### config.mk
export PLATFORM = sky130hd
export DESIGN_NAME = qr_capture_top
export DESIGN_NICKNAME = d
export VERILOG_FILES = /design/src/qr_capture_pkg.sv /design/src/bit_frame_ram.sv /design/src/cam_pixel_assembler.sv /design/src/frame_capture_writer.sv /design/src/qr_capture_top.sv /design/src/scan_readout.sv
export VERILOG_INCLUDE_DIRS = /design/src
export SDC_FILE = /design/constraint.sdc
export NUM_CORES = 1
export LEC_CHECK = 0
export ABC_AREA = 1
export ABC_CLOCK_PERIOD_IN_PS = 6200
export BUFFER_PORTS_ARGS = -buffer_cell sky130_fd_sc_hd__buf_2
export CAP_MARGIN = 20
export CORE_MARGIN = 3
export CORE_UTILIZATION = 35
export DETAILED_ROUTE_END_ITERATION = 8
export PLACE_DENSITY = 0.6
export RECOVER_POWER = 25
export SETUP_SLACK_MARGIN = 0.1
export SLEW_MARGIN = 20
export SYNTH_ARGS = -nofsm -noshare
export SYNTH_HDL_FRONTEND = slang
export SYNTH_SLANG_ARGS = --single-unit
export TNS_END_PERCENT = 10
### constraint.sdc
create_clock -name clk_pixel -period 6.2 [get_ports clk_pixel]
set_clock_uncertainty 0.15 [all_clocks]
set_input_delay 0.62 -clock clk_pixel [delete_from_list [all_inputs] [get_ports clk_pixel]]
set_output_delay 0.62 -clock clk_pixel [all_outputs]
set_load 0.03 [all_outputs]
### src/qr_capture_cfg.svh
`ifndef QR_CAPTURE_CFG_SVH
`define QR_CAPTURE_CFG_SVH

// camera line width in pixels, anything past the stored window is cropped
`define QR_CAM_W 20

// stored window, one bit per pixel in the frame buffer
`define QR_STORED_W 16
`define QR_STORED_H 16

// width of the binarization threshold from the switches
`define QR_THRESH_W 8

// sink buffer depth = credits held by the reader after reset
`define QR_CREDITS 4

`endif

### src/qr_capture_pkg.sv
package qr_capture_pkg;

  `include "qr_capture_cfg.svh"

  // raw parallel camera bus, asynchronous to clk_pixel
  typedef struct packed {
    logic       pclk;
    logic       vsync;
    logic       href;
    logic [7:0] data;
  } cam_bus_t;

  typedef struct packed {
    logic [4:0] red;
    logic [5:0] green;
    logic [4:0] blue;
  } rgb565_t;

  // pixel tagged with where it sits in the camera frame
  typedef struct packed {
    logic        valid; // one cycle per pixel
    rgb565_t     pix;
    logic [10:0] col;
    logic [9:0]  row;
  } located_pixel_t;

  localparam int FB_DEPTH = `QR_STORED_W * `QR_STORED_H;
  localparam int FB_AW    = $clog2(FB_DEPTH);
  localparam int X_W      = $clog2(`QR_STORED_W);
  localparam int Y_W      = $clog2(`QR_STORED_H);

  typedef logic [FB_AW-1:0] fb_addr_t;

  // one readout beat, pix_bit is the stored binarized pixel
  typedef struct packed {
    logic           pix_bit;
    logic           sof;     // set at x 0, y 0
    logic [X_W-1:0] x;
    logic [Y_W-1:0] y;
  } scan_beat_t;

endpackage

### src/bit_frame_ram.sv
`timescale 1ns/1ps

module bit_frame_ram
  import qr_capture_pkg::*;
#(
  parameter int DEPTH = FB_DEPTH
) (
  input  logic     clk_pixel,
  input  logic     wr_en,
  input  fb_addr_t wr_addr,
  input  logic     wr_bit,
  input  logic     rd_en,
  input  fb_addr_t rd_addr,
  output logic     rd_bit
);

  logic mem [DEPTH];  // one bit per stored pixel
  logic rd_stage;     // array output register

  // write port
  always_ff @(posedge clk_pixel) begin
    if (wr_en) begin
      mem[wr_addr] <= wr_bit;
    end
  end

  // read port, two registers deep
  // same-address write is not seen until the next read (read-first)
  always_ff @(posedge clk_pixel) begin
    if (rd_en) begin
      rd_stage <= mem[rd_addr];
    end
    rd_bit <= rd_stage;  // output register, always enabled
  end

  // a writer address past the array would alias or be lost
  a_wr_in_range: assert property (@(posedge clk_pixel)
    wr_en |-> int'(wr_addr) < DEPTH);
  a_rd_in_range: assert property (@(posedge clk_pixel)
    rd_en |-> int'(rd_addr) < DEPTH);

endmodule

### src/cam_pixel_assembler.sv
`timescale 1ns/1ps

module cam_pixel_assembler
  import qr_capture_pkg::*;
(
  input  logic           clk_pixel,
  input  logic           sys_rst,
  input  cam_bus_t       cam,
  output located_pixel_t pixel
);

  cam_bus_t    cam_meta;   // first synchronizer stage
  cam_bus_t    cam_sync;   // second stage, safe to use
  logic        pclk_d;     // delayed copies for edge detection
  logic        href_d;
  logic        vsync_d;
  logic        pclk_rise;
  logic        href_fall;
  logic        vsync_rise;
  logic        take_byte;  // byte strobe
  logic        low_phase;  // high byte already held, next byte closes the pair
  logic [7:0]  high_byte;
  logic [10:0] col_cnt;
  logic [9:0]  row_cnt;
  logic        pix_valid;
  rgb565_t     pix_q;
  logic [10:0] col_q;
  logic [9:0]  row_q;

  always_ff @(posedge clk_pixel) begin
    if (sys_rst) begin
      cam_meta <= '0;
      cam_sync <= '0;
      pclk_d   <= 1'b0;
      href_d   <= 1'b0;
      vsync_d  <= 1'b0;
    end else begin
      cam_meta <= cam;
      cam_sync <= cam_meta;
      pclk_d   <= cam_sync.pclk;
      href_d   <= cam_sync.href;
      vsync_d  <= cam_sync.vsync;
    end
  end

  assign pclk_rise  = cam_sync.pclk & ~pclk_d;
  assign href_fall  = href_d & ~cam_sync.href;  // end of a line
  assign vsync_rise = cam_sync.vsync & ~vsync_d; // start of a new frame
  assign take_byte  = pclk_rise & cam_sync.href;

  // pairing state and position counters
  always_ff @(posedge clk_pixel) begin
    if (sys_rst) begin
      low_phase <= 1'b0;
      pix_valid <= 1'b0;
      col_cnt   <= '0;
      row_cnt   <= '0;
    end else begin
      pix_valid <= 1'b0;
      if (take_byte) begin
        low_phase <= ~low_phase;
        if (low_phase) begin
          pix_valid <= 1'b1;              // pixel leaves next cycle
          col_cnt   <= col_cnt + 11'd1;
        end
      end
      if (href_fall) begin
        low_phase <= 1'b0;                // realign pairs on every line
        col_cnt   <= '0;
        row_cnt   <= row_cnt + 10'd1;
      end
      if (vsync_rise) begin
        row_cnt <= '0;
      end
    end
  end

  // payload, first byte of the pair is the high byte
  always_ff @(posedge clk_pixel) begin
    if (take_byte && !low_phase) begin
      high_byte <= cam_sync.data;
    end
    if (take_byte && low_phase) begin
      pix_q <= rgb565_t'({high_byte, cam_sync.data});
      col_q <= col_cnt;  // position of this pixel, counter moves on
      row_q <= row_cnt;
    end
  end

  assign pixel = '{valid: pix_valid, pix: pix_q, col: col_q, row: row_q};

  // a camera line or frame longer than the counters can hold would wrap silently
  a_col_no_wrap: assert property (@(posedge clk_pixel) disable iff (sys_rst)
    take_byte && low_phase |-> col_cnt != 11'h7ff);
  a_row_no_wrap: assert property (@(posedge clk_pixel) disable iff (sys_rst)
    href_fall && !vsync_rise |-> row_cnt != 10'h3ff);

endmodule

### src/frame_capture_writer.sv
`timescale 1ns/1ps
`include "qr_capture_cfg.svh"

module frame_capture_writer
  import qr_capture_pkg::*;
(
  input  logic                    clk_pixel,
  input  logic                    sys_rst,
  input  located_pixel_t          pixel,
  input  logic [`QR_THRESH_W-1:0] threshold,
  input  logic                    hold,
  output logic                    wr_en,
  output fb_addr_t                wr_addr,
  output logic                    wr_bit
);

  localparam int LUMA_W = 8; // max 2*31 + 63 + 2*31 = 187

  logic [LUMA_W-1:0] luma;
  logic              is_light;   // binarized pixel
  logic              in_window;  // inside the stored window
  fb_addr_t          pix_addr;

  // cheap luma, red and blue doubled to match green's 6 bits
  assign luma = {2'b00, pixel.pix.red, 1'b0}
              + {2'b00, pixel.pix.green}
              + {2'b00, pixel.pix.blue, 1'b0};

  assign is_light = (luma >= threshold);

  // crop, columns past the window are dropped
  assign in_window = (pixel.col < `QR_STORED_W) && (pixel.row < `QR_STORED_H);

  // row-major address, only meaningful inside the window
  assign pix_addr = fb_addr_t'(pixel.row * `QR_STORED_W + pixel.col);

  always_ff @(posedge clk_pixel) begin
    if (sys_rst) begin
      wr_en <= 1'b0;
    end else begin
      wr_en <= pixel.valid && in_window && !hold; // hold freezes the buffer
    end
  end

  always_ff @(posedge clk_pixel) begin
    wr_addr <= pix_addr;
    wr_bit  <= is_light;
  end

endmodule

### src/qr_capture_top.sv
`timescale 1ns/1ps
`include "qr_capture_cfg.svh"

module qr_capture_top
  import qr_capture_pkg::*;
(
  input  logic                    clk_pixel,
  input  logic                    sys_rst,
  input  cam_bus_t                cam,
  input  logic [`QR_THRESH_W-1:0] threshold,
  input  logic                    hold,
  input  logic                    credit_return,
  output logic                    out_valid,
  output scan_beat_t              out_beat
);

  located_pixel_t pixel;   // assembler to writer
  logic           wr_en;   // writer to frame buffer
  fb_addr_t       wr_addr;
  logic           wr_bit;
  logic           rd_en;   // readout to frame buffer
  fb_addr_t       rd_addr;
  logic           rd_bit;

  cam_pixel_assembler u_assembler (
    .clk_pixel (clk_pixel),
    .sys_rst   (sys_rst),
    .cam       (cam),
    .pixel     (pixel)
  );

  frame_capture_writer u_writer (
    .clk_pixel (clk_pixel),
    .sys_rst   (sys_rst),
    .pixel     (pixel),
    .threshold (threshold),
    .hold      (hold),
    .wr_en     (wr_en),
    .wr_addr   (wr_addr),
    .wr_bit    (wr_bit)
  );

  bit_frame_ram #(.DEPTH(FB_DEPTH)) u_frame_ram (
    .clk_pixel (clk_pixel),
    .wr_en     (wr_en),
    .wr_addr   (wr_addr),
    .wr_bit    (wr_bit),
    .rd_en     (rd_en),
    .rd_addr   (rd_addr),
    .rd_bit    (rd_bit)
  );

  scan_readout u_readout (
    .clk_pixel     (clk_pixel),
    .sys_rst       (sys_rst),
    .hold          (hold),
    .credit_return (credit_return),
    .rd_en         (rd_en),
    .rd_addr       (rd_addr),
    .rd_bit        (rd_bit),
    .out_valid     (out_valid),
    .out_beat      (out_beat)
  );

endmodule

### src/scan_readout.sv
`timescale 1ns/1ps
`include "qr_capture_cfg.svh"

module scan_readout
  import qr_capture_pkg::*;
(
  input  logic       clk_pixel,
  input  logic       sys_rst,
  input  logic       hold,
  input  logic       credit_return,
  output logic       rd_en,
  output fb_addr_t   rd_addr,
  input  logic       rd_bit,
  output logic       out_valid,
  output scan_beat_t out_beat
);

  localparam int CREDIT_W = $clog2(`QR_CREDITS + 1);

  logic [CREDIT_W-1:0] credit_cnt;   // free slots in the sink
  fb_addr_t            raster_addr;  // next address to issue
  logic [1:0]          vld_pipe;     // tracks the ram's two-cycle latency
  fb_addr_t            addr_pipe [2];
  fb_addr_t            beat_addr;

  // one read per cycle while frozen, as long as the sink has room
  assign rd_en   = hold && (credit_cnt != '0);
  assign rd_addr = raster_addr;

  always_ff @(posedge clk_pixel) begin
    if (sys_rst) begin
      credit_cnt  <= CREDIT_W'(`QR_CREDITS);
      raster_addr <= '0;
      vld_pipe    <= '0;
    end else begin
      vld_pipe <= {vld_pipe[0], rd_en};
      // spend on issue, refund on return
      if (rd_en && !credit_return) begin
        credit_cnt <= credit_cnt - 1'b1;
      end else if (!rd_en && credit_return) begin
        credit_cnt <= credit_cnt + 1'b1;
      end
      // raster parks at 0 while hold is low, so a rising hold starts at the origin
      if (!hold) begin
        raster_addr <= '0;
      end else if (rd_en) begin
        raster_addr <= (raster_addr == fb_addr_t'(FB_DEPTH - 1)) ? '0 : raster_addr + 1'b1;
      end
    end
  end

  // coordinates ride alongside the ram read
  always_ff @(posedge clk_pixel) begin
    addr_pipe[0] <= rd_addr;
    addr_pipe[1] <= addr_pipe[0];
  end

  assign beat_addr = addr_pipe[1];
  assign out_valid = vld_pipe[1];  // in flight beats still drain after hold falls

  assign out_beat = '{
    pix_bit: rd_bit,
    sof:     (beat_addr == '0),
    x:       X_W'(beat_addr % `QR_STORED_W),
    y:       Y_W'(beat_addr / `QR_STORED_W)
  };

  // an issue on an empty count would wrap the counter to its top
  a_no_issue_empty: assert property (@(posedge clk_pixel) disable iff (sys_rst)
    rd_en && !credit_return |=> credit_cnt < $past(credit_cnt));
  // a return for a beat that was never sent would push past the sink depth
  a_credit_cap: assert property (@(posedge clk_pixel) disable iff (sys_rst)
    credit_cnt <= `QR_CREDITS);

endmodule

==> metrics.yaml <==
required_ns: 6.34
antenna_found_initial: 0
post-route-util_pct: 39.4
r2r_cells: 10
crit_end: "u_frame_ram.rd_stage$_DFFE_PP_"
synthDominantCellAreaShare_pct: 53.5
portBuffers: 33
syn_inst: 1789
async_flop_share_pct: 0
pre_cts_slack_ns: 2.87
grt_overflow_total: 0
ys.flop_type: "edfxtp_1"
finalCritPeriodShare_pct: 53.5
status: "complete, no violations"
num_antenna_cells: 0
synth.most_common_cell: "nor2_1"
boundaryPins: 34
dieArea_sq_um: 51100
first_pass_iters: 5
drt_iter0_markers: 1034
wl_per_cell_um: 16.2
num_rows: 80
nets: 1834
r2r-start: "u_readout.rd_addr[0]$_SDFFE_PP0P_"
yosysSeqAreaShare_pct: 63.9
avgSynthCellArea_sq_um: 9.48
reg2reg_to: "u_frame_ram.rd_stage$_DFFE_PP_"
irDropWorstVdd_mv: 0.238
cts_tree: "yes"
period_minus_slack_ns: 3.32
slew_headroom_pct: 12.1
worstSkewPairLatency_ns: 0.55
die_width_um: 226
htree_levels: 2
yosysUniqueCellTypes: 36
rsz0062_at_grt: "no"
worst_hold_slack_ns: 0.132
grt_use_met1_pct: 20.0
p_leak_nw: 6.97
cts.sinks: 390
grt_usage_pct: 15.5
startpoint_type: "flop"
vias: 11900
drc: 0
netlist_top_cells_count: "nor2_1, nand2_1, edfxtp_1"
cp.arrival_ns: 3.46
max_cap_violations: 0
hold_start: "cam[9]"
worst_slew_pin_slew_ns: 1.32
via_per_inst: 4.88
clock-root-buffer: "clkbuf_16"
dp_hpwl_um: 22900
gp_congestion: 0.847
yosys_register_bits: 390
final.setup.worst_slack_ns: 2.88
cts_buffers: 42
crit_fanout: 66
initial_core_util_pct: 35.5
fp.dieH_um: 226
critPathKind: "flop to flop"
grt_pass1_wl_um: 62200
path_clk_slew_ns: 0.06
hold_buffers: 0
hold_violations: 0
multiInputGateArea_sq_um: 5000
cp-end-kind: "flop"
busiest_layer: "met2"
synth-edff-count: 302
syn_area_sq_um: 17000
finish.instance_area_sq_um: 18800
cts_setup_buffers: 0
synth_nets: 1841
design_power_total_mw: 5.36
place_inst: 2353
place_area_sq_um: 17500
yosys-top-cells-area: "edfxtp_1, dfxtp_1, nor2_1"
fillers: 4682
crit_path_start: "u_readout.rd_addr[0]$_SDFFE_PP0P_"
synth_top_cell_by_area: "edfxtp_1"
instances_no_fill: 2430
cts_resized: 0
grt_pass1_vias: 11600
totalWireLength_um: 39300
ys_warn_count: 0
cts_buffer_depth: 3
cellPowerDensity_nw_per_um2: 285
finalSetupTns_ns: 0
report.final.setup_viol: 0
hold_path.class: "input pin to flop"
grt_max_degree: 119
postRouteAntennaNets: 0
core_sq_um: 47700
drive_above_1_share_pct: 5.34
seq_area_sq_um: 10800
r2r_slack_ns: 2.88
slew_viol_final: 0
fmax_ghz: 0.301
syn_to_final_growth_pct: 10.8
grt_use_met2_pct: 25.7
gr-usage-met3_pct: 3.05
## routing by layer
metal / vias up / share of wire [%]
met4: 0 / 3.1
met1: 5637 / 43
met3: 88 / 6.5
li1: 5766 / -
met5: - / 0
met2: 370 / 48
## flip-flops by register name, indices dropped and copies added, names as in the netlist
signal and cells:
u_assembler.cam_meta 11, u_frame_ram.rd_stage 1, u_readout.rd_addr 8, u_assembler.col_q 11, u_assembler.row_cnt 10, u_frame_ram.mem 256
u_assembler.col_cnt 11, u_readout.addr_pipe 16, u_assembler.row_q 10, u_writer.wr_addr 8, u_writer.wr_bit 1, u_assembler.href_d 1
u_assembler.low_phase 1, u_assembler.cam_sync 11, u_frame_ram.rd_bit 1, u_assembler.vsync_d 1, u_assembler.pix_valid 1, u_assembler.pclk_d 1
u_assembler.high_byte 8, u_readout.credit_cnt 3, u_readout.vld_pipe 2, u_assembler.pixel 16, u_writer.wr_en 1
## logic make-up after synthesis
logic type | after synthesis | synth area share [%]
AO/OA/AOI/OAI | 132 | 4.12
AND/OR/NAND/NOR | 945 | 22.2
XOR/XNOR | 16 | 0.826
buffers and inverters | 277 | 6.63
adder cells (fa/ha/maj) | 29 | 2.32
flip-flops | 390 | 63.9
## where the power goes
part / switching (mW) / internal (mW)
combinational: 0.139 / 0.0529
sequential: 0.0181 / 2.83
clock: 0.999 / 1.32
## worst max-delay path, cell delays in order (launching register included)
cell	delay, ns
dfxtp_4	0.84
clkinv_2	0.60
buf_4	0.48
o21ai_0	0.27
nand3_1	0.10
nand3_1	0.10
nand2_1	0.16
nand2_1	0.10
nand3_1	0.07
nand3_1	0.08
nand2_1	0.06
## worst min-delay path by stage
stage | cells after the start | to | slack [ns]
final | 3 | u_assembler.cam_meta[9]$_SDFF_PP0_ | 0.13
after global routing | 3 | u_assembler.cam_meta[5]$_SDFF_PP0_ | 0.13
after CTS | 3 | u_assembler.cam_meta[10]$_SDFF_PP0_ | 0.11
after detailed placement | 0 | u_readout.addr_pipe[0][11]$_DFF_P_ | 0.16
after global placement | 0 | u_readout.addr_pipe[0][9]$_DFF_P_ | 0.16
after floorplan | 0 | u_readout.addr_pipe[0][10]$_DFF_P_ | 0.16
## layout make-up
class,instances,share of cell area (%)
Tap cell,615,4.09
Timing Repair Buffer,43,1.19
Inverter,183,3.66
Multi-Input combinational cell,1122,26.6
Clock inverter,16,0.559
Clock buffer,61,6.24
Sequential cell,390,57.7
## cell usage in the layout, fill, tap and decap left out, types with 3 or more instances in the layout
master / n
nor2_1: 452
nand2_1: 350
edfxtp_1: 302
inv_1: 178
nand3_1: 109
dfxtp_1: 86
o21ai_0: 72
clkbuf_16: 43
a21oi_1: 42
clkbuf_1: 27
ha_1: 25
buf_2: 22
nor3_1: 10
xor2_1: 10
clkinv_1: 10
buf_4: 9
o211ai_1: 7
nor4_1: 7
xnor2_1: 6
clkinv_2: 4
nand4_1: 4
fa_1: 4
a31oi_1: 3
or2_2: 3
nor2_2: 3
and3_1: 3
clkinvlp_4: 3
clkbuf_8: 3
(Power assumes the default switching activity.)
